## config.mk

```make
export PLATFORM = sky130hd
export DESIGN_NAME = fetch_top
export DESIGN_NICKNAME = d
export VERILOG_FILES = /design/src/common/fetch_pkg.sv /design/src/fetch/fetch_fifo.sv /design/src/fetch/ifetch.sv /design/src/source/fetch_top.sv /design/src/source/inst_mem.sv
export SDC_FILE = /design/constraint.sdc
export NUM_CORES = 2
export LEC_CHECK = 0
export BUFFER_PORTS_ARGS = -buffer_cell sky130_fd_sc_hd__buf_2
export CAP_MARGIN = 40
export CORE_AREA = 2 2 432 434
export CTS_CLUSTER_SIZE = 28
export DETAILED_ROUTE_END_ITERATION = 10
export DIE_AREA = 0 0 434 436
export GPL_TIMING_DRIVEN = 0
export PLACE_DENSITY = 0.66
export REMOVE_ABC_BUFFERS = 1
export SETUP_SLACK_MARGIN = 0.5
export SYNTH_ARGS = -nofsm -noshare
export SYNTH_HDL_FRONTEND = slang
export SYNTH_SLANG_ARGS = --single-unit
```

## constraint.sdc

```tcl
create_clock -name clk_i -period 9.47 [get_ports clk_i]
set_input_delay 0.4735 -clock clk_i [delete_from_list [all_inputs] [get_ports clk_i]]
set_output_delay 0.4735 -clock clk_i [all_outputs]
set_load 0.02 [all_outputs]
```

## src/common/fetch_pkg.sv

```systemverilog
package fetch_pkg;

	// byte address on the fetch bus
	parameter int addr_w = 32;

	// one instruction word, an instruction is one or two of these
	parameter int word_w = 32;

	parameter int word_bytes = word_w / 8; // address step between words

	// request from the fetch unit to the instruction memory
	typedef struct packed {
		logic cyc; // read request, accepted when stall is low
		logic [addr_w-1:0] adr;
	} fetch_req_t;

	// response from the instruction memory
	typedef struct packed {
		logic stall; // no read is accepted in this cycle
		logic ack; // dat is valid, one cycle after the accepted read
		logic [word_w-1:0] dat;
	} fetch_rsp_t;

	// load port used to fill the instruction memory
	typedef struct packed {
		logic we;
		logic [addr_w-1:0] adr;
		logic [word_w-1:0] dat;
	} mem_load_t;

	// assembled instruction
	// the second word of a two-word instruction sits in the high half
	// and a one-word instruction leaves the high half at zero
	// all zero means there is no instruction this cycle
	typedef logic [2*word_w-1:0] ir_t;

endpackage

```

## src/fetch/fetch_fifo.sv

```systemverilog
module fetch_fifo #(
	parameter int depth_log = 2,
	parameter type payload_t = logic [31:0]
) (
	input  logic               clk_i,
	input  logic               rst_i,
	input  logic               flush_i,
	input  logic               push_i,
	input  payload_t           data_i,
	input  logic               pop_i,
	output payload_t           data_o,
	output logic [depth_log:0] count_o,
	output logic               empty_o
);

	localparam int depth = 2 ** depth_log;
	localparam logic [depth_log:0] full_count = (depth_log + 1)'(depth);

	payload_t mem [depth];

	logic [depth_log-1:0] rd_ptr;
	logic [depth_log-1:0] wr_ptr;
	logic [depth_log:0] count;
	logic full;
	logic do_push;
	logic do_pop;

	assign full = (count == full_count);
	assign do_pop = pop_i && (count != '0);

	// a push into a full queue only fits if a word leaves in the same cycle
	assign do_push = push_i && (!full || do_pop);

	assign data_o = mem[rd_ptr]; // head word is visible before it is popped
	assign count_o = count;
	assign empty_o = (count == '0);

	always_ff @(posedge clk_i or posedge rst_i)
	begin
		if (rst_i)
		begin
			rd_ptr <= '0;
			wr_ptr <= '0;
			count <= '0;
		end
		else if (flush_i)
		begin
			rd_ptr <= '0;
			wr_ptr <= '0;
			count <= '0;
		end
		else
		begin
			if (do_push)
				wr_ptr <= wr_ptr + 1'b1; // wraps with the power of two depth
			if (do_pop)
				rd_ptr <= rd_ptr + 1'b1;
			case ({do_push, do_pop})
				2'b10: count <= count + 1'b1;
				2'b01: count <= count - 1'b1;
				default: count <= count;
			endcase
		end
	end

	always_ff @(posedge clk_i)
	begin
		if (do_push && !flush_i)
			mem[wr_ptr] <= data_i;
	end

endmodule

```

## src/fetch/ifetch.sv

```systemverilog
module ifetch #(
	parameter int depth_log = 2
) (
	input  logic                          clk_i,
	input  logic                          rst_i,
	input  logic                          pc_set_i,
	input  logic [fetch_pkg::addr_w-1:0]  pc_in_i,
	input  logic                          stall_i,
	output fetch_pkg::fetch_req_t         req_o,
	input  fetch_pkg::fetch_rsp_t         rsp_i,
	output fetch_pkg::ir_t                ir_o,
	output logic [fetch_pkg::addr_w-1:0]  pc_o
);

	typedef enum logic [1:0] {
		st_restart,
		st_first,
		st_second
	} state_t;

	// queue depth, one bit wider than the counters so the sum cannot wrap
	localparam logic [depth_log+1:0] credit_lim = (depth_log + 2)'(2 ** depth_log);
	localparam logic [fetch_pkg::addr_w-1:0] step = fetch_pkg::addr_w'(fetch_pkg::word_bytes);
	localparam logic [depth_log:0] one_cnt = (depth_log + 1)'(1);

	state_t state;
	state_t state_next;

	logic [fetch_pkg::addr_w-1:0] bus_adr;
	logic [fetch_pkg::addr_w-1:0] bus_adr_next;
	logic [fetch_pkg::addr_w-1:0] pc_next;
	logic [fetch_pkg::word_w-1:0] low;
	logic [fetch_pkg::word_w-1:0] low_next;
	fetch_pkg::ir_t ir_next;

	logic [depth_log:0] outstanding;
	logic [depth_log:0] outstanding_next;
	logic [depth_log:0] drop_cnt;
	logic [depth_log:0] drop_next;

	logic [depth_log:0] q_count;
	logic [fetch_pkg::word_w-1:0] q_word;
	logic q_empty;
	logic q_push;
	logic q_pop;

	logic credit_ok;
	logic accept;

	// queued words plus reads still in flight must stay within the queue
	assign credit_ok = ({1'b0, q_count} + {1'b0, outstanding}) < credit_lim;

	assign req_o.cyc = (state != st_restart) && !pc_set_i && credit_ok;
	assign req_o.adr = bus_adr;
	assign accept = req_o.cyc && !rsp_i.stall;

	// acks still owed to the path before a redirect never reach the queue
	assign q_push = rsp_i.ack && (drop_cnt == '0) && !pc_set_i;

	assign q_pop = (state != st_restart) && !stall_i && !q_empty && !pc_set_i;

	fetch_fifo #(
		.depth_log (depth_log),
		.payload_t (logic [fetch_pkg::word_w-1:0])
	) u_fifo (
		.clk_i   (clk_i),
		.rst_i   (rst_i),
		.flush_i (pc_set_i),
		.push_i  (q_push),
		.data_i  (rsp_i.dat),
		.pop_i   (q_pop),
		.data_o  (q_word),
		.count_o (q_count),
		.empty_o (q_empty)
	);

	// bus side: address generation and read accounting
	always_comb
	begin
		bus_adr_next = bus_adr;
		if (pc_set_i)
			bus_adr_next = pc_in_i;
		else if (accept)
			bus_adr_next = bus_adr + step;

		outstanding_next = outstanding;
		case ({accept, rsp_i.ack})
			2'b10: outstanding_next = outstanding + one_cnt;
			2'b01: outstanding_next = outstanding - one_cnt;
			default: outstanding_next = outstanding;
		endcase

		drop_next = drop_cnt;
		if (pc_set_i)
		begin
			// every read still in flight belongs to the old path
			drop_next = rsp_i.ack ? (outstanding - one_cnt) : outstanding;
		end
		else if (rsp_i.ack && (drop_cnt != '0))
			drop_next = drop_cnt - one_cnt;
	end

	// instruction side: assembly FSM and program counter
	always_comb
	begin
		state_next = state;
		pc_next = pc_o;
		low_next = low;
		ir_next = '0; // an instruction is shown for one cycle only

		case (state)
			st_restart:
				state_next = st_first;
			st_first:
				if (q_pop)
				begin
					pc_next = pc_o + step;
					if (q_word[0])
					begin
						low_next = q_word; // wait for the second word
						state_next = st_second;
					end
					else
						ir_next = {{fetch_pkg::word_w{1'b0}}, q_word};
				end
			st_second:
				if (q_pop)
				begin
					pc_next = pc_o + step;
					ir_next = {q_word, low};
					state_next = st_first;
				end
			default:
				state_next = st_restart;
		endcase

		if (pc_set_i)
		begin
			pc_next = pc_in_i;
			state_next = st_restart;
		end
	end

	always_ff @(posedge clk_i or posedge rst_i)
	begin
		if (rst_i)
		begin
			state <= st_restart;
			pc_o <= '0;
			ir_o <= '0;
			bus_adr <= '0;
			outstanding <= '0;
			drop_cnt <= '0;
		end
		else
		begin
			state <= state_next;
			pc_o <= pc_next;
			ir_o <= ir_next;
			bus_adr <= bus_adr_next;
			outstanding <= outstanding_next;
			drop_cnt <= drop_next;
		end
	end

	always_ff @(posedge clk_i)
	begin
		low <= low_next;
	end

endmodule

```

## src/source/fetch_top.sv

```systemverilog
module fetch_top #(
	parameter int fifo_depth_log = 2,
	parameter int mem_depth_log = 6
) (
	input  logic                          clk_i,
	input  logic                          rst_i,
	input  logic                          pc_set_i,
	input  logic [fetch_pkg::addr_w-1:0]  pc_in_i,
	input  logic                          stall_i,
	input  fetch_pkg::mem_load_t          load_i,
	output fetch_pkg::ir_t                ir_o,
	output logic [fetch_pkg::addr_w-1:0]  pc_o
);

	fetch_pkg::fetch_req_t bus_req;
	fetch_pkg::fetch_rsp_t bus_rsp;

	ifetch #(
		.depth_log (fifo_depth_log)
	) u_ifetch (
		.clk_i    (clk_i),
		.rst_i    (rst_i),
		.pc_set_i (pc_set_i),
		.pc_in_i  (pc_in_i),
		.stall_i  (stall_i),
		.req_o    (bus_req),
		.rsp_i    (bus_rsp),
		.ir_o     (ir_o),
		.pc_o     (pc_o)
	);

	// instruction memory is the only slave on the fetch bus
	inst_mem #(
		.depth_log (mem_depth_log)
	) u_mem (
		.clk_i  (clk_i),
		.rst_i  (rst_i),
		.req_i  (bus_req),
		.rsp_o  (bus_rsp),
		.load_i (load_i)
	);

endmodule

```

## src/source/inst_mem.sv

```systemverilog
module inst_mem #(
	parameter int depth_log = 6
) (
	input  logic                  clk_i,
	input  logic                  rst_i,
	input  fetch_pkg::fetch_req_t req_i,
	output fetch_pkg::fetch_rsp_t rsp_o,
	input  fetch_pkg::mem_load_t  load_i
);

	localparam int depth = 2 ** depth_log;
	localparam int idx_lsb = $clog2(fetch_pkg::word_bytes); // byte offset bits

	logic [fetch_pkg::word_w-1:0] mem [depth];

	logic load_pend;
	logic [depth_log-1:0] load_idx;
	logic [fetch_pkg::word_w-1:0] load_dat;

	logic [depth_log-1:0] rd_idx;
	logic [fetch_pkg::word_w-1:0] rd_dat;
	logic accept;
	logic ack;

	// upper address bits are ignored so fetching past the end wraps to word 0
	assign rd_idx = req_i.adr[idx_lsb +: depth_log];

	// a waiting load owns the array for this cycle
	assign accept = req_i.cyc && !load_pend;

	assign rsp_o.stall = load_pend;
	assign rsp_o.ack = ack;
	assign rsp_o.dat = rd_dat;

	always_ff @(posedge clk_i or posedge rst_i)
	begin
		if (rst_i)
		begin
			load_pend <= 1'b0;
			ack <= 1'b0;
		end
		else
		begin
			load_pend <= load_i.we;
			ack <= accept; // one cycle after acceptance, in order
		end
	end

	always_ff @(posedge clk_i)
	begin
		if (load_i.we)
		begin
			load_idx <= load_i.adr[idx_lsb +: depth_log];
			load_dat <= load_i.dat;
		end
	end

	always_ff @(posedge clk_i)
	begin
		if (load_pend)
			mem[load_idx] <= load_dat;
		if (accept)
			rd_dat <= mem[rd_idx];
	end

endmodule

```

# Word-level counts from Yosys, hierarchy flattened
# Memory sizes are Yosys's and may differ from the RTL's. A register that Yosys moved wholly into a read port is not among the register bits.
# Cells that the tools add are included.
# totals
ramBits	2176
wordCells	101
n_memories	2
regBits	214
# memory_table
memory	words	word_bits	rd	rd_clocked_by_memory_dff	write_ports	line_no	source
u_mem.mem	64	32	1	1	1	inst_mem.sv:14	logic [fetch_pkg::word_w-1:0] mem [depth];
u_ifetch.u_fifo.mem	4	32	1	0	1	fetch_fifo.sv:19	payload_t mem [depth];
# op_classes
reduce_logical	36
n_addsub	10
n_mux	28
n_lt_le_gt_ge	1
eq_ne	10
# ops
op	n
$mux W32	6
$mux W64	2
$pmux W64 S2	1
$add A32 B3 Y32 const B	2
$mux W2	8
$reduce_bool A2 Y1	8
$logic_and A1 B1 Y1	12
$mux W3	4
$pmux W3 S2	2
$reduce_bool A3 Y1	3
$sub A3 B1 Y3 const B	3
$add A3 B1 Y3 const B	2
$eq A2 B1 Y1 const B	3
$eq A2 B2 Y1 const B	3
$logic_not A3 Y1	2
$ne A3 B3 Y1 const B	2
$pmux W2 S3	1
$reduce_and A3 Y1	2
$logic_not A1 Y1	5
$add A2 B1 Y2 const B	2
$add A3 B3 Y4	1
$lt A4 B3 Y1 const B	1
$mux W1	4
$eq A3 B3 Y1 const B	1
other kinds (5)	5

# Logic depth before layout (Yosys ltp)
# logic_depth
ltp_word	10
ltp_mapped	11
depth_no_buf	10

# Hierarchy
# From an unflattened synthesis, not the netlist that was laid out.
# unflattened
hier_cells	4344
hier_area_um2	92493.7
# modules_own_cells
module	cells_each	area_each_um2	n_inst
inst_mem	3462	79932.9	1
ifetch	650	7378.3	1
fetch_fifo	232	5182.5	1

# Worst setup path after synthesis
# No wires, ideal clock.
# synth_timing
kind	register -> register
start	register u_ifetch.state[0]
end	register u_ifetch.low[10] in the netlist's numbering, enable pin
t_arrival_ns	4.115
path_slack_ns	4.858
path_buffers	0
period_less_slack_ns	4.612
t_required_ns	8.972
stages_incl_launch_ff	6
cell_sequence	dfrtp_1 inv_1 ha_1 nor2_1 nand2_1 nor4bb_1
# synth_via
elab_chain_cells	5
elab_cells_between_ends	6
classes_between	1 x eq/ne; 5 x reduce/logical
# synth_rtl
element	line_no	source
start, declared	ifetch.sv:26	state_t state;
start signal, assigned	ifetch.sv:148	state <= st_restart;
start signal, assigned	ifetch.sv:157	state <= state_next;
$reduce_bool A2 Y1	ifetch.sv:60	assign q_pop = (state != st_restart) && !stall_i && !q_empty && !pc_set_i;
$logic_and A1 B1 Y1 (3 in a row)	ifetch.sv:60	
$reduce_and A3 Y1 (no source line) (*)	-	
end signal, assigned	ifetch.sv:168	low <= low_next;
end, declared	ifetch.sv:32	logic [fetch_pkg::word_w-1:0] low;
# Mark *: on every way between the ends. The rest lies on a longest branch, timed or not.
# A chain may end at the register's enable or synchronous reset.

==> flow_summary.json <==
{
  "timing.critical_path.arrival_ps": 5230,
  "setup_violations": 0,
  "drtPass1Iterations": 5,
  "p_leak_nw": 35.2,
  "grt_pass1_wl_mm": 325,
  "slew_headroom_pct": 39.6,
  "p_total_mw": 24.3,
  "synth_cell_type_count": 71,
  "period_needed_ps": 4800,
  "crit_fanout": 38,
  "finalNonFillerCells": 7477,
  "dp_hpwl_mm": 144,
  "synth_seq_cells": 2396,
  "gp_congestion": 0.781,
  "wire_per_inst_um": 30.4,
  "h-tree-depth": 4,
  "hold_ws_ps": 148,
  "hold_viol": 0,
  "hold_path_end": "u_mem.load_dat[11]$_DFFE_PP_",
  "path_buf_inv": 4,
  "via_count": 46034,
  "drc_errors": 0,
  "r2r_start": "u_ifetch.bus_adr[2]$_DFFE_PP0P_",
  "rows": 158,
  "place_inst": 6982,
  "port_buffers": 170,
  "final_util_pct": 58.5,
  "post_cts_resized": 0,
  "core-area_um2": 185000,
  "io_pins": 197,
  "crit_chain": "buf_16, buf_16, buf_16, buf_16, mux4_2, mux4_2, mux2i_1, o221ai_1",
  "cpPeakStageDelay_ps": 740,
  "netlist_area_um2": 91900,
  "diodes": 0,
  "synth_cells": 4330,
  "worst_slew_pin_slew_ps": 906,
  "hold_class": "primary input to register",
  "ys_warn_count": 0,
  "die_h_um": 436,
  "maxCapViolations": 0,
  "grt-ovfl-total": 0,
  "cts_tree": "yes",
  "grt_pass1_vias": 45554,
  "synthArstFlopShare_pct": 4.97,
  "cp.required_ps": 9900,
  "nFillCells": 13033,
  "grt_use_total_pct": 24.1,
  "slowest_stage": "dfrtp_4",
  "dieArea_um2": 189000,
  "initial_core_util_pct": 49.7,
  "synth_top_flop_cell": "edfxtp_1",
  "synth_edf_count": 2277,
  "rsz0062_at_grt": "false",
  "antenna_found_initial": 13,
  "syn_avg_cell_area_um2": 21.2,
  "nets": 4930,
  "via_per_inst": 6.16,
  "die_x_um": 434,
  "drt_iter0_drc": 6027,
  "clock_skew_ps": 36.9,
  "drive_gt1_share_pct": 26.8,
  "drv_slew": 0,
  "status": "complete, no violations",
  "syn_to_final_growth_pct": 17.6,
  "clockRootBuffer": "clkbuf_16",
  "rrSetupSlack_ps": 4670,
  "worst_setup_path_end_kind": "register",
  "cts_buffers": 226,
  "ant_nets": 0,
  "p_per_area_nw_per_um2": 225,
  "critPathLaunchType": "register",
  "clkTransAtPathRegs_ps": 60,
  "max_freq_mhz": 208,
  "wirelength_mm": 227,
  "hold_depth": 1,
  "cts_buffer_depth": 3,
  "crit_top_cell": "buf_16",
  "r2r-end": "u_mem.rd_dat[27]$_DFFE_PP_",
  "path_class": "register to register",
  "crit_family": "multiplexers",
  "irDropWorstVdd_mv": 0.161,
  "grt_max_degree": 77,
  "setup_tns_ps": 0,
  "clk_latency_ps": 860,
  "rr_worst_depth": 8,
  "min_from": "load_i[64]",
  "clock_sinks": 2396,
  "fin_crit_sh_pct": 50.7,
  "yosysSeqAreaShare_pct": 77.7
}
where the power goes:
group,internal (mW),switching [mW]
sequential,11.9,0.203
clock,4.86,3.83
combinational,1.54,2.03
total,18.3,6.06
sequential cells by signal (all words and copies together), names as in the netlist, 6 cells and up:
name,count
u_ifetch.u_fifo.mem,128
u_mem.mem,2048
u_mem.load_dat,32
u_ifetch.low,31
u_ifetch.pc_o,32
u_ifetch.bus_adr,6
u_ifetch.ir_o,64
u_mem.load_idx,6
u_mem.rd_dat,32
stage by stage:
| stage | instance area, µm² | setup WS (ps) |
|---|---|---|
| global placement | 94500 | -26470 |
| floorplan | 90500 | -14200 |
| detailed placement | 100000 | 4700 |
| CTS | 108000 | 4710 |
| finish | 108000 | 4670 |
| global route | 108000 | 4540 |
placed cells by master, fill, tap and decap left out, types with 53 or more instances in the layout:
cell and count:
dfrtp_1 111, buf_16 117, clkbuf_1 61, nand2_1 181
edfxtp_1 2277, buf_12 57, clkinv_1 53, a21oi_1 61
mux2i_1 227, mux4_2 476, buf_2 187, clkbuf_16 230
nor2_4 62, dlygate4sd3_1 72
timing repair:
action,CTS,global route
hold buffers,72,0
buffers inserted,0,0
hold endpoints to repair,120,0
layer usage:
metal | wire length, µm | global-route usage, % | up-vias
met5 | 0 | 0 | -
met4 | 6570 | 7.02 | 0
met3 | 23600 | 5.23 | 329
met2 | 107000 | 37.0 | 2341
met1 | 90700 | 35.0 | 24396
li1 | - | - | 18968
kinds of logic (layout without fill, tap and decap cells):
logic type,Yosys count,in the layout,synth area share (%)
simple gates,465,465,2.41
xor+xnor,40,40,0.381
buf+inv,263,930,1.55
mux,741,741,14.6
fa+ha+maj,18,18,0.253
compound gates,407,407,3.11
flops,2396,2396,77.7
final cells by class:
class                           instances  area [µm²]  share of cell area (%)
Multi-Input combinational cell       1671       19700                    18.2
Inverter                               18        80.1                  0.0741
Clock inverter                        121        1020                   0.946
Clock buffer                          293        6010                    5.57
Sequential cell                      2396       71400                    66.1
Timing Repair Buffer                  498        6780                    6.28
Tap cell                             2480        3100                    2.87
how the worst max path moves through the flow:
stage                                            end  cells after the start  slack [ps]                             from
after floorplan           u_mem.rd_dat[14]$_DFFE_PP_                      5      -14200  u_ifetch.bus_adr[2]$_DFFE_PP0P_
after global placement     u_mem.rd_dat[3]$_DFFE_PP_                      5      -26470  u_ifetch.bus_adr[2]$_DFFE_PP0P_
after detailed placement  u_mem.rd_dat[27]$_DFFE_PP_                      8        4700  u_ifetch.bus_adr[2]$_DFFE_PP0P_
after CTS                 u_mem.rd_dat[27]$_DFFE_PP_                      8        4710  u_ifetch.bus_adr[2]$_DFFE_PP0P_
after global routing      u_mem.rd_dat[27]$_DFFE_PP_                      8        4540  u_ifetch.bus_adr[2]$_DFFE_PP0P_
final                     u_mem.rd_dat[27]$_DFFE_PP_                      8        4670  u_ifetch.bus_adr[2]$_DFFE_PP0P_
cell usage after synthesis (all sizes together) (6+ instances only):
cell type / n / area (µm²)
nor2b: 37 / 231
nor3: 10 / 50.1
a22oi: 39 / 293
nand2: 181 / 679
a31oi: 10 / 62.6
edfxtp: 2277 / 68400
a21oi: 61 / 305
nand3: 33 / 165
xnor2: 23 / 201
buf: 143 / 970
o21ai: 54 / 270
o22ai: 52 / 325
o2111ai: 8 / 70.1
o221ai: 22 / 193
a21o: 6 / 45.0
a2111oi: 20 / 176
dfrtp: 119 / 2980
and3: 39 / 244
mux2: 38 / 428
xor2: 17 / 149
a211oi: 22 / 165
a221oi: 26 / 228
nor3b: 6 / 60.1
a221o: 7 / 70.1
clkbuf: 102 / 384
a211o: 10 / 87.6
ha: 17 / 213
inv: 17 / 63.8
o311ai: 8 / 70.1
mux2i: 227 / 2270
a31o: 7 / 61.3
and2: 15 / 93.8
nor2: 105 / 394
o31ai: 15 / 113
o211ai: 20 / 150
mux4: 476 / 10700
Note: power is estimated with default switching activity, not from simulation.
